`src/design/lsu_sq_pkg.sv`:
```
// Store queue package with the store op, payload and entry state types
`default_nettype none

package lsu_sq_pkg;

    // Size of the store being written to memory
    typedef enum logic [1:0] {
        STORE_BYTE = 2'b00,
        STORE_HALF = 2'b01,
        STORE_WORD = 2'b10
    } sq_op_t;

    // Store address and data as seen by the data cache
    typedef logic [31:0] sq_addr_t;
    typedef logic [31:0] sq_data_t;

    // Reorder buffer index carried with every store
    typedef logic [4:0] rob_tag_t;

    // Life of one store queue entry
    // WAITING holds a speculative store, RETIRABLE a committed one that has not gone out yet,
    // and LAUNCHED one that is in flight toward the cache and awaits its update
    typedef enum logic [1:0] {
        SQ_EMPTY      = 2'b00,
        SQ_WAITING    = 2'b01,
        SQ_RETIRABLE  = 2'b10,
        SQ_LAUNCHED   = 2'b11
    } sq_state_t;

endpackage : lsu_sq_pkg

`default_nettype wire

```
`src/design/sq_alloc.sv`:
```
// Store queue allocator that picks a free entry and returns freed entries as credits
`default_nettype none
`timescale 1ns/10ps

module sq_alloc #(
    parameter int SQ_DEPTH = 8
) (
    input  wire logic                              clk,
    input  wire logic                              i_reset,

    input  wire logic                              i_alloc_en,
    input  wire logic [SQ_DEPTH-1:0]               i_entry_empty,
    input  wire logic [SQ_DEPTH-1:0]               i_entry_freed,

    output logic      [SQ_DEPTH-1:0]               o_alloc_select,
    output logic      [$clog2(SQ_DEPTH+1)-1:0]     o_credit_return
);

    localparam int CREDIT_W = $clog2(SQ_DEPTH + 1);

    logic [SQ_DEPTH-1:0] empty_pick;
    logic [CREDIT_W-1:0] freed_count;

    // Isolate the lowest set bit of the empty vector
    assign empty_pick = i_entry_empty & (~i_entry_empty + 1'b1);

    assign o_alloc_select = empty_pick & {SQ_DEPTH{i_alloc_en}};

    // Several entries can free in one cycle when a flush and an update coincide
    always_comb begin
        freed_count = '0;
        for (int i = 0; i < SQ_DEPTH; i++) begin
            freed_count = freed_count + CREDIT_W'(i_entry_freed[i]);
        end
    end

    always_ff @(posedge clk) begin
        if (i_reset) begin
            o_credit_return <= '0;
        end else begin
            o_credit_return <= freed_count;
        end
    end

    // The issuer only allocates while it holds a credit, so an empty entry must exist
    a_alloc_has_room: assert property (
        @(posedge clk) disable iff (i_reset)
        i_alloc_en |-> (i_entry_empty != '0)
    ) else $error("Store allocated with no empty entry");

endmodule : sq_alloc

`default_nettype wire

```
`src/design/sq_entry.sv`:
```
// Store queue entry holding one store from allocation until the cache accepts it
`default_nettype none
`timescale 1ns/10ps

module sq_entry
    import lsu_sq_pkg::*;
(
    input  wire logic     clk,
    input  wire logic     i_reset,
    input  wire logic     i_flush,

    input  wire logic     i_alloc_en,
    input  wire sq_op_t   i_alloc_op,
    input  wire rob_tag_t i_alloc_tag,
    input  wire sq_addr_t i_alloc_addr,
    input  wire sq_data_t i_alloc_data,

    input  wire logic     i_launch_en,
    input  wire logic     i_update_en,
    input  wire logic     i_update_retry,

    input  wire logic     i_rob_retire_en,
    input  wire rob_tag_t i_rob_retire_tag,

    output logic          o_empty,
    output logic          o_retirable,
    output logic          o_freed,
    output logic          o_rob_match,
    output sq_op_t        o_op,
    output sq_addr_t      o_addr,
    output rob_tag_t      o_tag,
    output sq_data_t      o_data
);

    sq_state_t state;
    sq_state_t state_next;

    // Only a speculative store listens for its retirement
    assign o_rob_match = i_rob_retire_en && (state == SQ_WAITING) && (o_tag == i_rob_retire_tag);

    // A store retired in the flush cycle is older than the flush and survives it
    assign o_freed = ((state == SQ_LAUNCHED) && i_update_en && !i_update_retry) ||
                     ((state == SQ_WAITING) && i_flush && !o_rob_match);

    assign o_empty     = (state == SQ_EMPTY);
    assign o_retirable = (state == SQ_RETIRABLE);

    always_comb begin
        state_next = state;
        case (state)
            SQ_EMPTY: begin
                if (i_alloc_en) begin
                    state_next = SQ_WAITING;
                end
            end
            SQ_WAITING: begin
                if (o_rob_match) begin
                    state_next = SQ_RETIRABLE;
                end else if (i_flush) begin
                    state_next = SQ_EMPTY;
                end
            end
            SQ_RETIRABLE: begin
                if (i_launch_en) begin
                    state_next = SQ_LAUNCHED;
                end
            end
            SQ_LAUNCHED: begin
                // A retry sends the store back to be launched again later
                if (i_update_en) begin
                    state_next = i_update_retry ? SQ_RETIRABLE : SQ_EMPTY;
                end
            end
            default: state_next = SQ_EMPTY;
        endcase
    end

    always_ff @(posedge clk) begin
        if (i_reset) begin
            state <= SQ_EMPTY;
        end else begin
            state <= state_next;
        end
    end

    // Payload is only meaningful once the entry has left the empty state
    always_ff @(posedge clk) begin
        if (i_alloc_en) begin
            o_op   <= i_alloc_op;
            o_tag  <= i_alloc_tag;
            o_addr <= i_alloc_addr;
            o_data <= i_alloc_data;
        end
    end

    // The launcher and the cache update path must agree with this entry's state
    a_launch_when_retirable: assert property (
        @(posedge clk) disable iff (i_reset)
        i_launch_en |-> (state == SQ_RETIRABLE)
    ) else $error("Launch selected an entry that is not retirable");

    a_update_when_launched: assert property (
        @(posedge clk) disable iff (i_reset)
        i_update_en |-> (state == SQ_LAUNCHED)
    ) else $error("Update addressed an entry that was not launched");

endmodule : sq_entry

`default_nettype wire

```
`src/design/sq_launch.sv`:
```
// Store queue launcher that picks the oldest-slot retirable store and registers it toward the cache
`default_nettype none
`timescale 1ns/10ps

module sq_launch
    import lsu_sq_pkg::*;
#(
    parameter int SQ_DEPTH = 8
) (
    input  wire logic                 clk,
    input  wire logic                 i_reset,
    input  wire logic                 i_flush,
    input  wire logic                 i_launch_stall,

    input  wire logic [SQ_DEPTH-1:0]  i_entry_retirable,
    input  wire sq_op_t               i_entry_op   [SQ_DEPTH],
    input  wire sq_addr_t             i_entry_addr [SQ_DEPTH],
    input  wire rob_tag_t             i_entry_tag  [SQ_DEPTH],
    input  wire sq_data_t             i_entry_data [SQ_DEPTH],

    output logic      [SQ_DEPTH-1:0]  o_entry_launch,

    output logic                      o_launch_en,
    output logic      [SQ_DEPTH-1:0]  o_launch_select,
    output sq_op_t                    o_launch_op,
    output sq_addr_t                  o_launch_addr,
    output rob_tag_t                  o_launch_tag,
    output sq_data_t                  o_launch_data
);

    localparam int IDX_W = (SQ_DEPTH == 1) ? 1 : $clog2(SQ_DEPTH);

    logic [SQ_DEPTH-1:0] retire_pick;
    logic [IDX_W-1:0]    pick_idx;
    logic                hold_n;

    // Lowest index retirable entry wins
    assign retire_pick = i_entry_retirable & (~i_entry_retirable + 1'b1);

    assign hold_n = !i_launch_stall;

    // A flush blocks the launch so the entries see a quiet cycle while they drop speculative stores
    assign o_entry_launch = retire_pick & {SQ_DEPTH{hold_n && !i_flush}};

    always_comb begin
        pick_idx = '0;
        for (int i = 0; i < SQ_DEPTH; i++) begin
            if (retire_pick[i]) begin
                pick_idx = pick_idx | IDX_W'(i);
            end
        end
    end

    always_ff @(posedge clk) begin
        if (i_reset) begin
            o_launch_en     <= 1'b0;
            o_launch_select <= '0;
        end else if (hold_n) begin
            o_launch_en     <= (o_entry_launch != '0);
            o_launch_select <= o_entry_launch;
        end
    end

    // Fields follow the same hold as the valid bit so a stalled launch stays intact
    always_ff @(posedge clk) begin
        if (hold_n) begin
            o_launch_op   <= i_entry_op[pick_idx];
            o_launch_addr <= i_entry_addr[pick_idx];
            o_launch_tag  <= i_entry_tag[pick_idx];
            o_launch_data <= i_entry_data[pick_idx];
        end
    end

endmodule : sq_launch

`default_nettype wire

```
`src/design/lsu_sq.sv`:
```
// Store queue top level tying the allocator, the entry array and the launcher together
`default_nettype none
`timescale 1ns/10ps

module lsu_sq
    import lsu_sq_pkg::*;
#(
    parameter int SQ_DEPTH = 8
) (
    input  wire logic                            clk,
    input  wire logic                            i_reset,
    input  wire logic                            i_flush,

    // Issued stores and the credits that pay for them
    input  wire logic                            i_alloc_en,
    input  wire sq_op_t                          i_alloc_op,
    input  wire rob_tag_t                        i_alloc_tag,
    input  wire sq_addr_t                        i_alloc_addr,
    input  wire sq_data_t                        i_alloc_data,
    output logic      [$clog2(SQ_DEPTH+1)-1:0]   o_credit_return,

    input  wire logic                            i_rob_retire_en,
    input  wire rob_tag_t                        i_rob_retire_tag,
    output logic                                 o_rob_retire_ack,

    // Stores going out to the data cache
    input  wire logic                            i_launch_stall,
    output logic                                 o_launch_en,
    output logic      [SQ_DEPTH-1:0]             o_launch_select,
    output sq_op_t                               o_launch_op,
    output sq_addr_t                             o_launch_addr,
    output rob_tag_t                             o_launch_tag,
    output sq_data_t                             o_launch_data,

    input  wire logic                            i_update_en,
    input  wire logic [SQ_DEPTH-1:0]             i_update_select,
    input  wire logic                            i_update_retry
);

    logic [SQ_DEPTH-1:0] entry_empty;
    logic [SQ_DEPTH-1:0] entry_retirable;
    logic [SQ_DEPTH-1:0] entry_freed;
    logic [SQ_DEPTH-1:0] entry_match;
    logic [SQ_DEPTH-1:0] alloc_select;
    logic [SQ_DEPTH-1:0] launch_select;
    logic [SQ_DEPTH-1:0] update_select;

    sq_op_t   entry_op   [SQ_DEPTH];
    sq_addr_t entry_addr [SQ_DEPTH];
    rob_tag_t entry_tag  [SQ_DEPTH];
    sq_data_t entry_data [SQ_DEPTH];

    assign update_select = i_update_select & {SQ_DEPTH{i_update_en}};

    sq_alloc #(
        .SQ_DEPTH        (SQ_DEPTH)
    ) i_sq_alloc (
        .clk             (clk),
        .i_reset         (i_reset),
        .i_alloc_en      (i_alloc_en),
        .i_entry_empty   (entry_empty),
        .i_entry_freed   (entry_freed),
        .o_alloc_select  (alloc_select),
        .o_credit_return (o_credit_return)
    );

    for (genvar i = 0; i < SQ_DEPTH; i++) begin : g_entry
        sq_entry i_sq_entry (
            .clk              (clk),
            .i_reset          (i_reset),
            .i_flush          (i_flush),
            .i_alloc_en       (alloc_select[i]),
            .i_alloc_op       (i_alloc_op),
            .i_alloc_tag      (i_alloc_tag),
            .i_alloc_addr     (i_alloc_addr),
            .i_alloc_data     (i_alloc_data),
            .i_launch_en      (launch_select[i]),
            .i_update_en      (update_select[i]),
            .i_update_retry   (i_update_retry),
            .i_rob_retire_en  (i_rob_retire_en),
            .i_rob_retire_tag (i_rob_retire_tag),
            .o_empty          (entry_empty[i]),
            .o_retirable      (entry_retirable[i]),
            .o_freed          (entry_freed[i]),
            .o_rob_match      (entry_match[i]),
            .o_op             (entry_op[i]),
            .o_addr           (entry_addr[i]),
            .o_tag            (entry_tag[i]),
            .o_data           (entry_data[i])
        );
    end

    sq_launch #(
        .SQ_DEPTH          (SQ_DEPTH)
    ) i_sq_launch (
        .clk               (clk),
        .i_reset           (i_reset),
        .i_flush           (i_flush),
        .i_launch_stall    (i_launch_stall),
        .i_entry_retirable (entry_retirable),
        .i_entry_op        (entry_op),
        .i_entry_addr      (entry_addr),
        .i_entry_tag       (entry_tag),
        .i_entry_data      (entry_data),
        .o_entry_launch    (launch_select),
        .o_launch_en       (o_launch_en),
        .o_launch_select   (o_launch_select),
        .o_launch_op       (o_launch_op),
        .o_launch_addr     (o_launch_addr),
        .o_launch_tag      (o_launch_tag),
        .o_launch_data     (o_launch_data)
    );

    // The reorder buffer learns a cycle later whether a waiting store took its tag
    always_ff @(posedge clk) begin
        if (i_reset) begin
            o_rob_retire_ack <= 1'b0;
        end else begin
            o_rob_retire_ack <= (entry_match != '0);
        end
    end

    // Tags of in-flight stores are unique, so two entries never claim one retirement
    a_single_tag_match: assert property (
        @(posedge clk) disable iff (i_reset)
        $onehot0(entry_match)
    ) else $error("More than one store entry matched the retiring tag");

endmodule : lsu_sq

`default_nettype wire

```
`config.mk`:
```
export PLATFORM = sky130hd
export DESIGN_NAME = lsu_sq
export DESIGN_NICKNAME = d
export VERILOG_FILES = /design/src/design/lsu_sq_pkg.sv /design/src/design/sq_alloc.sv /design/src/design/sq_entry.sv /design/src/design/sq_launch.sv /design/src/design/lsu_sq.sv
export SDC_FILE = /design/constraint.sdc
export NUM_CORES = 1
export LEC_CHECK = 0
export ABC_AREA = 1
export BUFFER_PORTS_ARGS = -buffer_cell sky130_fd_sc_hd__buf_2
export CORE_ASPECT_RATIO = 0.75
export CORE_MARGIN = 10
export CORE_UTILIZATION = 61
export DETAILED_ROUTE_END_ITERATION = 16
export GPL_TIMING_DRIVEN = 0
export MAX_ROUTING_LAYER = met4
export PLACE_DENSITY = 0.8
export SKIP_LAST_GASP = 1
export SYNTH_ARGS = -nofsm -noshare
export SYNTH_HDL_FRONTEND = slang
export SYNTH_SLANG_ARGS = --single-unit
```
`constraint.sdc`:
```
create_clock -name clk -period 7.4 [get_ports clk]
set_clock_uncertainty 0.1 [all_clocks]
set_input_delay 0.74 -clock clk [delete_from_list [all_inputs] [get_ports clk]]
set_output_delay 0.74 -clock clk [all_outputs]
set_load 0.01 [all_outputs]
```
# --- Word-level counts from Yosys, hierarchy flattened ---
# Cells that the tools add are included.
# Widths: inputs -> output; s select.
op_classes:
  eq_ne: 64
  magnitude_cmp: 1
  n_mux: 61
  bitwise_logic: 8
  n_addsub: 9
  reduce_logical: 86
ops:
  columns: ["operator", "n"]
  rows:
  - ["$bmux 32 s3", 2]
  - ["$mux 32", 4]
  - ["$mux 2", 38]
  - ["$pmux 2 s4", 8]
  - ["$logic_and 1x1->1", 49]
  - ["$and 8x8->8", 5]
  - ["$eq 5x5->1", 8]
  - ["$eq 2x2->1 const B", 16]
  - ["$ne 2x2->1 const B", 16]
  - ["$reduce_and 4->1", 8]
  - ["$add 4x1->4", 6]
  - ["$ne 3x2->1 const B", 8]
  - ["$add 8x1->8 const B", 2]
  - ["$eq 2x1->1 const B", 8]
  - ["$logic_not 2->1", 8]
  - ["$ne 2x1->1 const B", 8]
  - ["$not 8->8", 2]
  - ["$reduce_bool 8->1", 2]
  - ["$bmux 5 s3", 1]
  - ["$mux 3", 4]
  - ["$logic_not 1->1", 11]
  - ["$mux 5", 2]
  - ["$logic_or 1x1->1", 8]
  - ["$bmux 2 s3", 1]
  - ["other kinds (4)", 4]
word_totals:
  wordCells: 277
  output_inout_bits: 85
  inputBits: 92
  regBits: 669

# --- Depth between registers and ports, before layout ---
# Gate-level depths: netlist of the first run.
depth:
  depth_word: 15
  mapped_depth: 17
  depth_no_buf: 17

# --- Modules after synthesis ---
# Synthesis of the first run repeated with hierarchy kept, for this count alone.
hier_totals:
  cells_unflattened: 3208
  hier_area_um2: 30705.7
modules_own_cells:
  columns: ["mod", "area_per_inst_um2", "n_inst", "seq_area_each_um2", "cells_per_inst"]
  rows:
  - ["sq_entry", 2447.3, 8, 2172.1, 133]
  - ["sq_launch", 10632.7, 1, 2312.2, 2065]
  - ["sq_alloc", 379.1, 1, 80.1, 53]
  - ["lsu_sq", 115.1, 1, 20.0, 26]

# --- Least setup slack after synthesis of the first run ---
# Ideal clock, no wire load.
synth_timing:
  path_kind: "input-to-reg"
  from: "input port i_alloc_en"
  to: "register g_entry[2].i_sq_entry.state[0]"
  cell_stages: 7
  setup_ns: 0.111
  arrival_ns: 6.342
  path_buffers: 0
  required_time_ns: 7.189
  slack_ns: 0.848
  path_cell_list: "inv_1 -> nor3_1 -> o21ai_0 -> inv_1 -> nand3_1 -> nand3_1 -> inv_1"
synth_via:
  elab_chain_len: 3
synth_lines:
  columns: ["element", "line_no", "source"]
  rows:
  - ["start: declaration", "lsu_sq.sv:15", "input wire logic i_alloc_en,"]
  - ["$and 8x8->8", "sq_alloc.sv:27", "assign o_alloc_select = empty_pick & {SQ_DEPTH{i_alloc_en}};"]
  - ["named net g_entry[2].i_sq_entry.i_alloc_en", "sq_entry.sv:12", "input wire logic i_alloc_en,"]
  - ["$ne 2x2->1 (no line)", null, null]
  - ["$reduce_and 4->1 (no line)", null, null]
  - ["end signal: assignment", "sq_entry.sv:82", "state <= state_next;"]
  - ["end: declaration", "sq_entry.sv:35", "sq_state_t state;"]
# The timed path passes the listed nets, and every way through them passes these cells.
# A chain may end at the register's enable or synchronous reset.

# --- Final worst setup path of the first run ---
layout_timing:
  from: "input port i_rob_retire_tag[0]"
  to: "register i_sq_alloc.o_credit_return[1]"
layout_via:
  elab_chain_len: 12
  word_cells_on_any_way: 47
  classes_between: "7 x add/sub; 8 x eq/ne; 32 x reduce/logical"
layout_lines:
  columns: ["element", "line_no", "source"]
  rows:
  - ["start: declaration", "lsu_sq.sv:23", "input wire rob_tag_t i_rob_retire_tag,"]
  - ["$eq 5x5->1", "sq_entry.sv:39", "assign o_rob_match = i_rob_retire_en && (state == SQ_WAITING) && (o_tag == i_rob_retire_tag);"]
  - ["$logic_and 1x1->1", "sq_entry.sv:39", null]
  - ["$logic_not 1->1", "sq_entry.sv:43", "((state == SQ_WAITING) && i_flush && !o_rob_match);"]
  - ["$logic_and 1x1->1", "sq_entry.sv:43", null]
  - ["$logic_or 1x1->1", "sq_entry.sv:42", "assign o_freed = ((state == SQ_LAUNCHED) && i_update_en && !i_update_retry) ||"]
  - ["$add 1x1->2", "sq_alloc.sv:33", "freed_count = freed_count + CREDIT_W'(i_entry_freed[i]);"]
  - ["$add 4x1->4 (5 in a row)", "sq_alloc.sv:33", null]
  - ["$add 4x1->4 (*)", "sq_alloc.sv:33", null]
  - ["end signal: assignment", "sq_alloc.sv:41", "o_credit_return <= freed_count;"]
  - ["end: declaration", "sq_alloc.sv:16", "output logic [$clog2(SQ_DEPTH+1)-1:0] o_credit_return"]
# Mark *: on every way between the ends. The rest lies on a longest branch, timed or not.

==> results.json, run 1 <==
{
  "synth-edff-count": 639,
  "ir_drop_mv": 0.243,
  "clk_pin_slew_ns": 0.07,
  "antenna_found_initial": 17,
  "synth-async-reset-ratio": 0,
  "required_ns": 7.88,
  "ctsHoldBuffers": 0,
  "dieArea_mm2": 0.0584,
  "postCtsSetupBuffers": 0,
  "netlist_area_mm2": 0.0299,
  "worst_slew_pin_slew_ns": 0.799,
  "crit_type": "in2reg",
  "syn_to_final_growth_pct": 14.2,
  "crit_path_end_kind": "flip-flop",
  "ff2ff_path_depth": 14,
  "slew-limit-headroom": 0.466,
  "drv_cap": 0,
  "crit_fanout": 9,
  "fin_total_pwr_mw": 10.6,
  "grt_pass1_vias": 22500,
  "synth_flop_cell": "edfxtp_1",
  "slowest_delay_ns": 0.52,
  "via_per_inst": 5.74,
  "netlist-cell-type-count": 32,
  "worst_hold_slack_ns": 0.252,
  "port_buffers": 169,
  "status": "finished clean",
  "rows": 70,
  "wl_um": 83100,
  "pin_count": 177,
  "synth.ff_latch_count": 669,
  "clock_latency_ns": 0.65,
  "fmax_mhz": 239,
  "worstPathCellList": "clkbuf_1 -> xor2_1 -> a21oi_1 -> nand3_1 -> nand4_1 -> o21ai_0 -> ha_1 -> fa_1 -> inv_1 -> fa_1 -> inv_1 -> fa_1 -> inv_1 -> fa_1 -> nor2_1",
  "r2r-start": "g_entry[1].i_sq_entry.o_tag[0]$_DFFE_PP_",
  "globalRouteTotalUtil": 0.290,
  "final_nets": 3365,
  "synthTopCellsByArea": "edfxtp_1 64%, nand3_1 10%, nand2_1 9.4%, inv_1 7.9%, dfxtp_1 2.0%",
  "min_path_cells": 1,
  "start_kind": "input pin",
  "fillers": 3315,
  "final_common_cell": "nand2_1",
  "htree_levels": 2,
  "r2r_end": "i_sq_alloc.o_credit_return[1]$_SDFF_PP0_",
  "drt_iter0_drc": 3812,
  "detail_route.first_pass.iterations": 8,
  "cts_tree": "done",
  "wl_per_cell_um": 20.9,
  "synth_warnings": 0,
  "syn_area_per_cell_um2": 9.96,
  "grt_pass1_wl_um": 126000,
  "r2r_setup_slack_ns": 3.33,
  "stdcell_area_mm2": 0.0341,
  "powerDensity_mw_per_mm2": 310,
  "synth_cells": 3000,
  "ys_seq_area_frac": 0.662,
  "min-delay-start": "i_alloc_addr[0]",
  "vias": 22800,
  "hold_path.class": "in2reg",
  "final_layout_size_suffix_gt1_frac": 0.121,
  "place_ws_ns": 2.64,
  "hold_viol_final": 0,
  "cts_buffers": 61,
  "antenna_left": 0,
  "min_period_ns": 4.18,
  "clock-sinks": 669,
  "synth_top_cell_by_area": "edfxtp_1",
  "cts_root_buf": "clkbuf_16",
  "critPathBufInv": 4,
  "layout.cells.non_filler": 3980,
  "final_cell_mix": "752 x nand2_1, 639 x edfxtp_1, 628 x inv_1",
  "dp.cells": 3851,
  "gp_congestion": 0.955,
  "coreArea_mm2": 0.0486,
  "path_common_cell": "fa_1",
  "start_util": 0.615,
  "clk_path_buf_depth": 3,
  "placedInstanceArea_mm2": 0.0321,
  "crit_slowest_cell": "fa_1",
  "cp_top_family": "adder cells",
  "p_leak_nw": 15.4,
  "grt_max_degree": 48,
  "arrival_ns": 4.65,
  "min_to": "g_entry[2].i_sq_entry.o_addr[0]$_DFFE_PP_",
  "route.detailed.drc": 0,
  "synth_top_area_frac": 0.642,
  "setup_slack_ns": 3.22,
  "setup_viol": 0,
  "dieHeight_um": 212,
  "overflow": 0,
  "syn_nets": 3099,
  "drv_slew": 0,
  "die_w_um": 276,
  "cts-resized-gates": 0,
  "post-dp-hpwl_um": 56200,
  "finalCritPeriodShare": 0.564,
  "rsz0062_at_grt": "false"
}
[through the flow]
stage / utilization / TNS [ns]
CTS: 0.701 / 0
global placement: 0.649 / -754.93
global route: 0.702 / 0
floorplan: - / 0
detailed placement: 0.660 / 0
finish: 0.702 / 0
[cell families after synthesis]
| family | after synthesis | synth area share |
|---|---|---|
| flops | 669 | 0.662 |
| simple gates | 1458 | 0.212 |
| compound gates | 56 | 0.0101 |
| buf+inv | 786 | 0.105 |
| fa+ha+maj | 7 | 0.00393 |
| xor+xnor | 24 | 0.00703 |
[area by class of cell]
class | instances | area [µm²] | share of cell area
clock buffer | 76 | 1600 | 0.0470
multi-input combinational | 1545 | 7010 | 0.205
timing repair buffer | 203 | 1350 | 0.0394
sequential | 669 | 19800 | 0.580
tap | 648 | 811 | 0.0237
clock inverter | 35 | 398 | 0.0117
buffer | 149 | 739 | 0.0217
antenna | 18 | 45.0 | 0.00132
inverter | 637 | 2400 | 0.0703
[cell usage after synthesis, types with 2 or more instances]
master    instances
nand3b_1          2
nand3_1         607
buf_1            10
nor2_2            3
dfxtp_1          30
clkbuf_1         52
nor3_1           23
o21ai_0          11
inv_2             6
nor2_1           51
buf_4            26
inv_1           631
nor2_4            2
nand2_1         752
o22ai_1           2
fa_1              4
buf_2            60
nand2_2           3
nand4_1          11
xor2_1           24
a21oi_1          38
edfxtp_1        639
ha_1              3
nand3_2           2
[worst max-delay path by stage]
stage	start	slack, ns	cells after the start	end
after floorplan	i_alloc_en	0.85	7	g_entry[2].i_sq_entry.state[0]$_SDFFE_PP0P_
after global placement	i_alloc_en	-3.97	8	g_entry[2].i_sq_entry.state[0]$_SDFFE_PP0P_
after detailed placement	i_rob_retire_tag[0]	2.64	15	i_sq_alloc.o_credit_return[1]$_SDFF_PP0_
after CTS	i_rob_retire_tag[0]	3.33	15	i_sq_alloc.o_credit_return[1]$_SDFF_PP0_
after global routing	i_rob_retire_tag[1]	2.99	15	i_sq_alloc.o_credit_return[1]$_SDFF_PP0_
final	i_rob_retire_tag[0]	3.22	15	i_sq_alloc.o_credit_return[1]$_SDFF_PP0_
[power breakdown]
group          switching (mW)  internal (mW)  total [mW]
registers              0.0839           4.54        4.62
clock network            1.40           1.81        3.21
logic                    1.92          0.841        2.76
[sequential cells by signal (all words and copies together), names as in the netlist]
name,flops
o_rob_retire_ack,1
i_sq_launch.o_launch_op,2
g_entry.i_sq_entry.o_op,16
g_entry.i_sq_entry.o_data,256
i_sq_launch.o_launch_addr,32
i_sq_launch.o_launch_data,32
i_sq_launch.o_launch_tag,5
g_entry.i_sq_entry.o_tag,40
i_sq_launch.o_launch_select,8
g_entry.i_sq_entry.state,16
g_entry.i_sq_entry.o_addr,256
i_sq_alloc.o_credit_return,4
i_sq_launch.o_launch_en,1
[metal layers]
metal,up-vias,global-route usage,share of wire
met5,-,-,0
met4,0,0.133,0.038
met3,264,0.0543,0.14
met2,1672,0.431,0.46
met1,10700,0.386,0.37
li1,10200,-,-
(Power assumes the default switching activity.)
==> inputs of run 2 (changes only) <==
- ABC_AREA: 1 -> 0
- CORE_UTILIZATION: 61 -> 60
- PLACE_DENSITY: 0.8 -> 0.79
- clock period: 7.4 -> 4.05 ns (I/O delays scaled with it)
==> results.json, run 2 <==
{
  "stdcell_area_mm2": 0.0318,
  "rsz0062_at_grt": "true",
  "synth_cells": 1571,
  "drv_cap": 0,
  "pin_count": 177,
  "via_per_inst": 6.76,
  "min-delay-start": "i_update_select[0]",
  "setup_viol": 0,
  "syn_to_final_growth_pct": 20.4,
  "drt_iter0_drc": 2483,
  "hold_viol_final": 0,
  "route.detailed.drc": 0,
  "synth-edff-count": 639,
  "crit_type": "reg2reg",
  "synth_warnings": 0,
  "post-dp-hpwl_um": 46400,
  "synth-async-reset-ratio": 0,
  "vias": 17300,
  "htree_levels": 2,
  "syn_area_per_cell_um2": 16.8,
  "crit_fanout": 3,
  "r2r-start": "g_entry[0].i_sq_entry.o_tag[4]$_DFFE_PP_",
  "overflow": 0,
  "clk_pin_slew_ns": 0.06,
  "clock-sinks": 669,
  "synthTopCellsByArea": "edfxtp_1 73%, o221ai_1 4.7%, a211oi_1 3.7%, o211a_1 2.7%, a221oi_1 2.3%",
  "crit_slowest_cell": "fa_1",
  "clock_latency_ns": 0.61,
  "r2r_setup_slack_ns": 0.12,
  "p_leak_nw": 10.7,
  "path_common_cell": "fa_1",
  "clk_path_buf_depth": 3,
  "cts_buffers": 61,
  "required_ns": 4.48,
  "final_cell_mix": "639 x edfxtp_1, 225 x buf_2, 142 x o221ai_1",
  "synth_top_cell_by_area": "edfxtp_1",
  "synth_flop_cell": "edfxtp_1",
  "antenna_left": 0,
  "rows": 66,
  "min_to": "g_entry[0].i_sq_entry.state[1]$_SDFFE_PP0P_",
  "detail_route.first_pass.iterations": 6,
  "dp.cells": 2360,
  "hold_path.class": "in2reg",
  "worst_slew_pin_slew_ns": 0.968,
  "cts_tree": "done",
  "reg.largest.list": "g_entry.i_sq_entry.o_addr x256, g_entry.i_sq_entry.o_data x256, g_entry.i_sq_entry.o_tag x40",
  "globalRouteTotalUtil": 0.275,
  "start_util": 0.608,
  "fillers": 2633,
  "min_period_ns": 3.93,
  "ys_seq_area_frac": 0.749,
  "wl_per_cell_um": 28.4,
  "gp_congestion": 0.896,
  "drv_slew": 0,
  "finalCritPeriodShare": 0.971,
  "layout.cells.non_filler": 2552,
  "worstPathCellList": "xnor2_1 -> nand4_1 -> or4_4 -> nand3b_1 -> a21boi_2 -> ha_1 -> fa_1 -> inv_1 -> fa_1 -> inv_1 -> fa_1 -> inv_1 -> fa_1 -> nor2_1",
  "slowest_delay_ns": 0.49,
  "synth.ff_latch_count": 669,
  "placedInstanceArea_mm2": 0.0289,
  "final_common_cell": "edfxtp_1",
  "grt_pass1_wl_um": 109000,
  "ys_top_cells_by_count": "639 x edfxtp_1, 142 x o221ai_1, 129 x a211oi_1, 77 x clkbuf_1, 73 x and2_1",
  "dieHeight_um": 202,
  "grt_max_degree": 44,
  "powerDensity_mw_per_mm2": 452,
  "antenna_found_initial": 5,
  "ff2ff_path_depth": 14,
  "coreArea_mm2": 0.0434,
  "ir_drop_mv": 0.404,
  "synth_top_area_frac": 0.727,
  "netlist-cell-type-count": 65,
  "dieArea_mm2": 0.0529,
  "final_nets": 2016,
  "slew-limit-headroom": 0.350,
  "syn_nets": 1670,
  "port_buffers": 169,
  "grt_pass1_vias": 17300,
  "min_path_cells": 4,
  "crit_path_end_kind": "flip-flop",
  "netlist_area_mm2": 0.0264,
  "fmax_mhz": 254,
  "status": "finished clean",
  "final_layout_size_suffix_gt1_frac": 0.217,
  "yosysMostFrequentCell": "edfxtp_1",
  "cts_root_buf": "clkbuf_16",
  "worst_hold_slack_ns": 0.0356,
  "die_w_um": 262,
  "r2r_end": "i_sq_alloc.o_credit_return[1]$_SDFF_PP0_",
  "arrival_ns": 4.37,
  "start_kind": "flip-flop",
  "wl_um": 72500
}
==> run 2: cell types whose count changed after synthesis, moves of 26 or more <==
cell	previous run	this run
o221ai_1	0	142
inv_1	631	15
xnor2_1	0	28
a221oi_1	0	70
nand3_1	607	15
a21oi_1	38	12
and2_1	1	73
nand2_1	752	21
a211oi_1	1	129
o211a_1	0	71
==> run 2: timing repair <==
action	in CTS	in global routing
hold endpoints to repair	541	0
pin swaps	2	0
gates resized for setup	3	6
setup endpoints to repair	2	2
setup buffers	1	3
hold buffers	68	0
==> run 2: cell type report <==
type | instances | area (µm²) | area share
plain buffers | 139 | 622 | 0.0196
clock inverters | 43 | 510 | 0.0161
diodes | 5 | 12.5 | 0.000394
multi-input cells | 747 | 6050 | 0.190
repair buffers | 283 | 2440 | 0.0766
inverters | 16 | 62.6 | 0.00197
clock buffers | 72 | 1590 | 0.0500
flip-flops and latches | 669 | 19800 | 0.622
well taps | 578 | 723 | 0.0227
==> run 2: cells by family (layout without fill, tap and decap cells) <==
kind of cell | count (synthesis) | after routing | share of synthesized area
other | 0 | 5 | 0
xor gates and xnor gates | 42 | 42 | 0.0139
buffers and inverters | 155 | 553 | 0.0257
DFF | 669 | 669 | 0.749
adders and majority gates | 7 | 7 | 0.00445
AOI/OAI and AO/OA | 489 | 489 | 0.161
and+or+nand+nor | 209 | 209 | 0.0453
==> run 2: per-stage QoR <==
| stage | utilization | setup TNS (ns) | power, mW | worst slack (ns) |
|---|---|---|---|---|
| finish | 0.732 | 0 | 14.4 | 0.116 |
| global route | 0.732 | -0.0327 | 14.7 | -0.0327 |
| floorplan | - | -5.34 | 8.12 | -0.0752 |
| CTS | 0.731 | 0 | 14.4 | 0.000993 |
| detailed placement | 0.666 | -0.825 | 8.41 | -0.371 |
| global placement | 0.646 | -953.90 | 8.36 | -2.49 |
==> run 2: worst max-delay path, delay by kind of cell, from the launching register on <==
family	cells	cell delay [ns]
simple gates	4	0.83
xor+xnor	1	0.17
flops	1	0.42
fa+ha+maj	5	2.06
buf+inv	3	0.20
compound gates	1	0.10
==> run 2: power by group <==
part / switching, mW / leakage (nW) / internal [mW] / total, mW
clock: 2.52 / 1.01 / 3.51 / 6.03
sequential: 0.0354 / 6.10 / 7.72 / 7.76
combinational: 0.347 / 3.57 / 0.232 / 0.579
total: 2.90 / 10.7 / 11.5 / 14.4
==> run 2: layer usage <==
| metal | track usage | up-vias | wire length, µm |
|---|---|---|---|
| met2 | 0.419 | 1168 | 34000 |
| met5 | - | - | 0 |
| li1 | - | 7284 | - |
| met1 | 0.372 | 8639 | 28800 |
| met4 | 0.0830 | 0 | 2110 |
| met3 | 0.0548 | 165 | 7580 |
==> run 2: worst max path at each step <==
| stage | from | end | cells past startpoint |
|---|---|---|---|
| after floorplan | g_entry[0].i_sq_entry.state[1]$_SDFFE_PP0P_ | g_entry[1].i_sq_entry.o_addr[0]$_DFFE_PP_ | 3 |
| after global placement | g_entry[0].i_sq_entry.state[1]$_SDFFE_PP0P_ | g_entry[1].i_sq_entry.o_addr[18]$_DFFE_PP_ | 3 |
| after detailed placement | i_rob_retire_tag[2] | i_sq_alloc.o_credit_return[1]$_SDFF_PP0_ | 15 |
| after CTS | g_entry[1].i_sq_entry.state[1]$_SDFFE_PP0P_ | i_sq_alloc.o_credit_return[1]$_SDFF_PP0_ | 14 |
| after global routing | g_entry[0].i_sq_entry.o_tag[4]$_DFFE_PP_ | i_sq_alloc.o_credit_return[1]$_SDFF_PP0_ | 14 |
| final | g_entry[0].i_sq_entry.o_tag[4]$_DFFE_PP_ | i_sq_alloc.o_credit_return[1]$_SDFF_PP0_ | 14 |
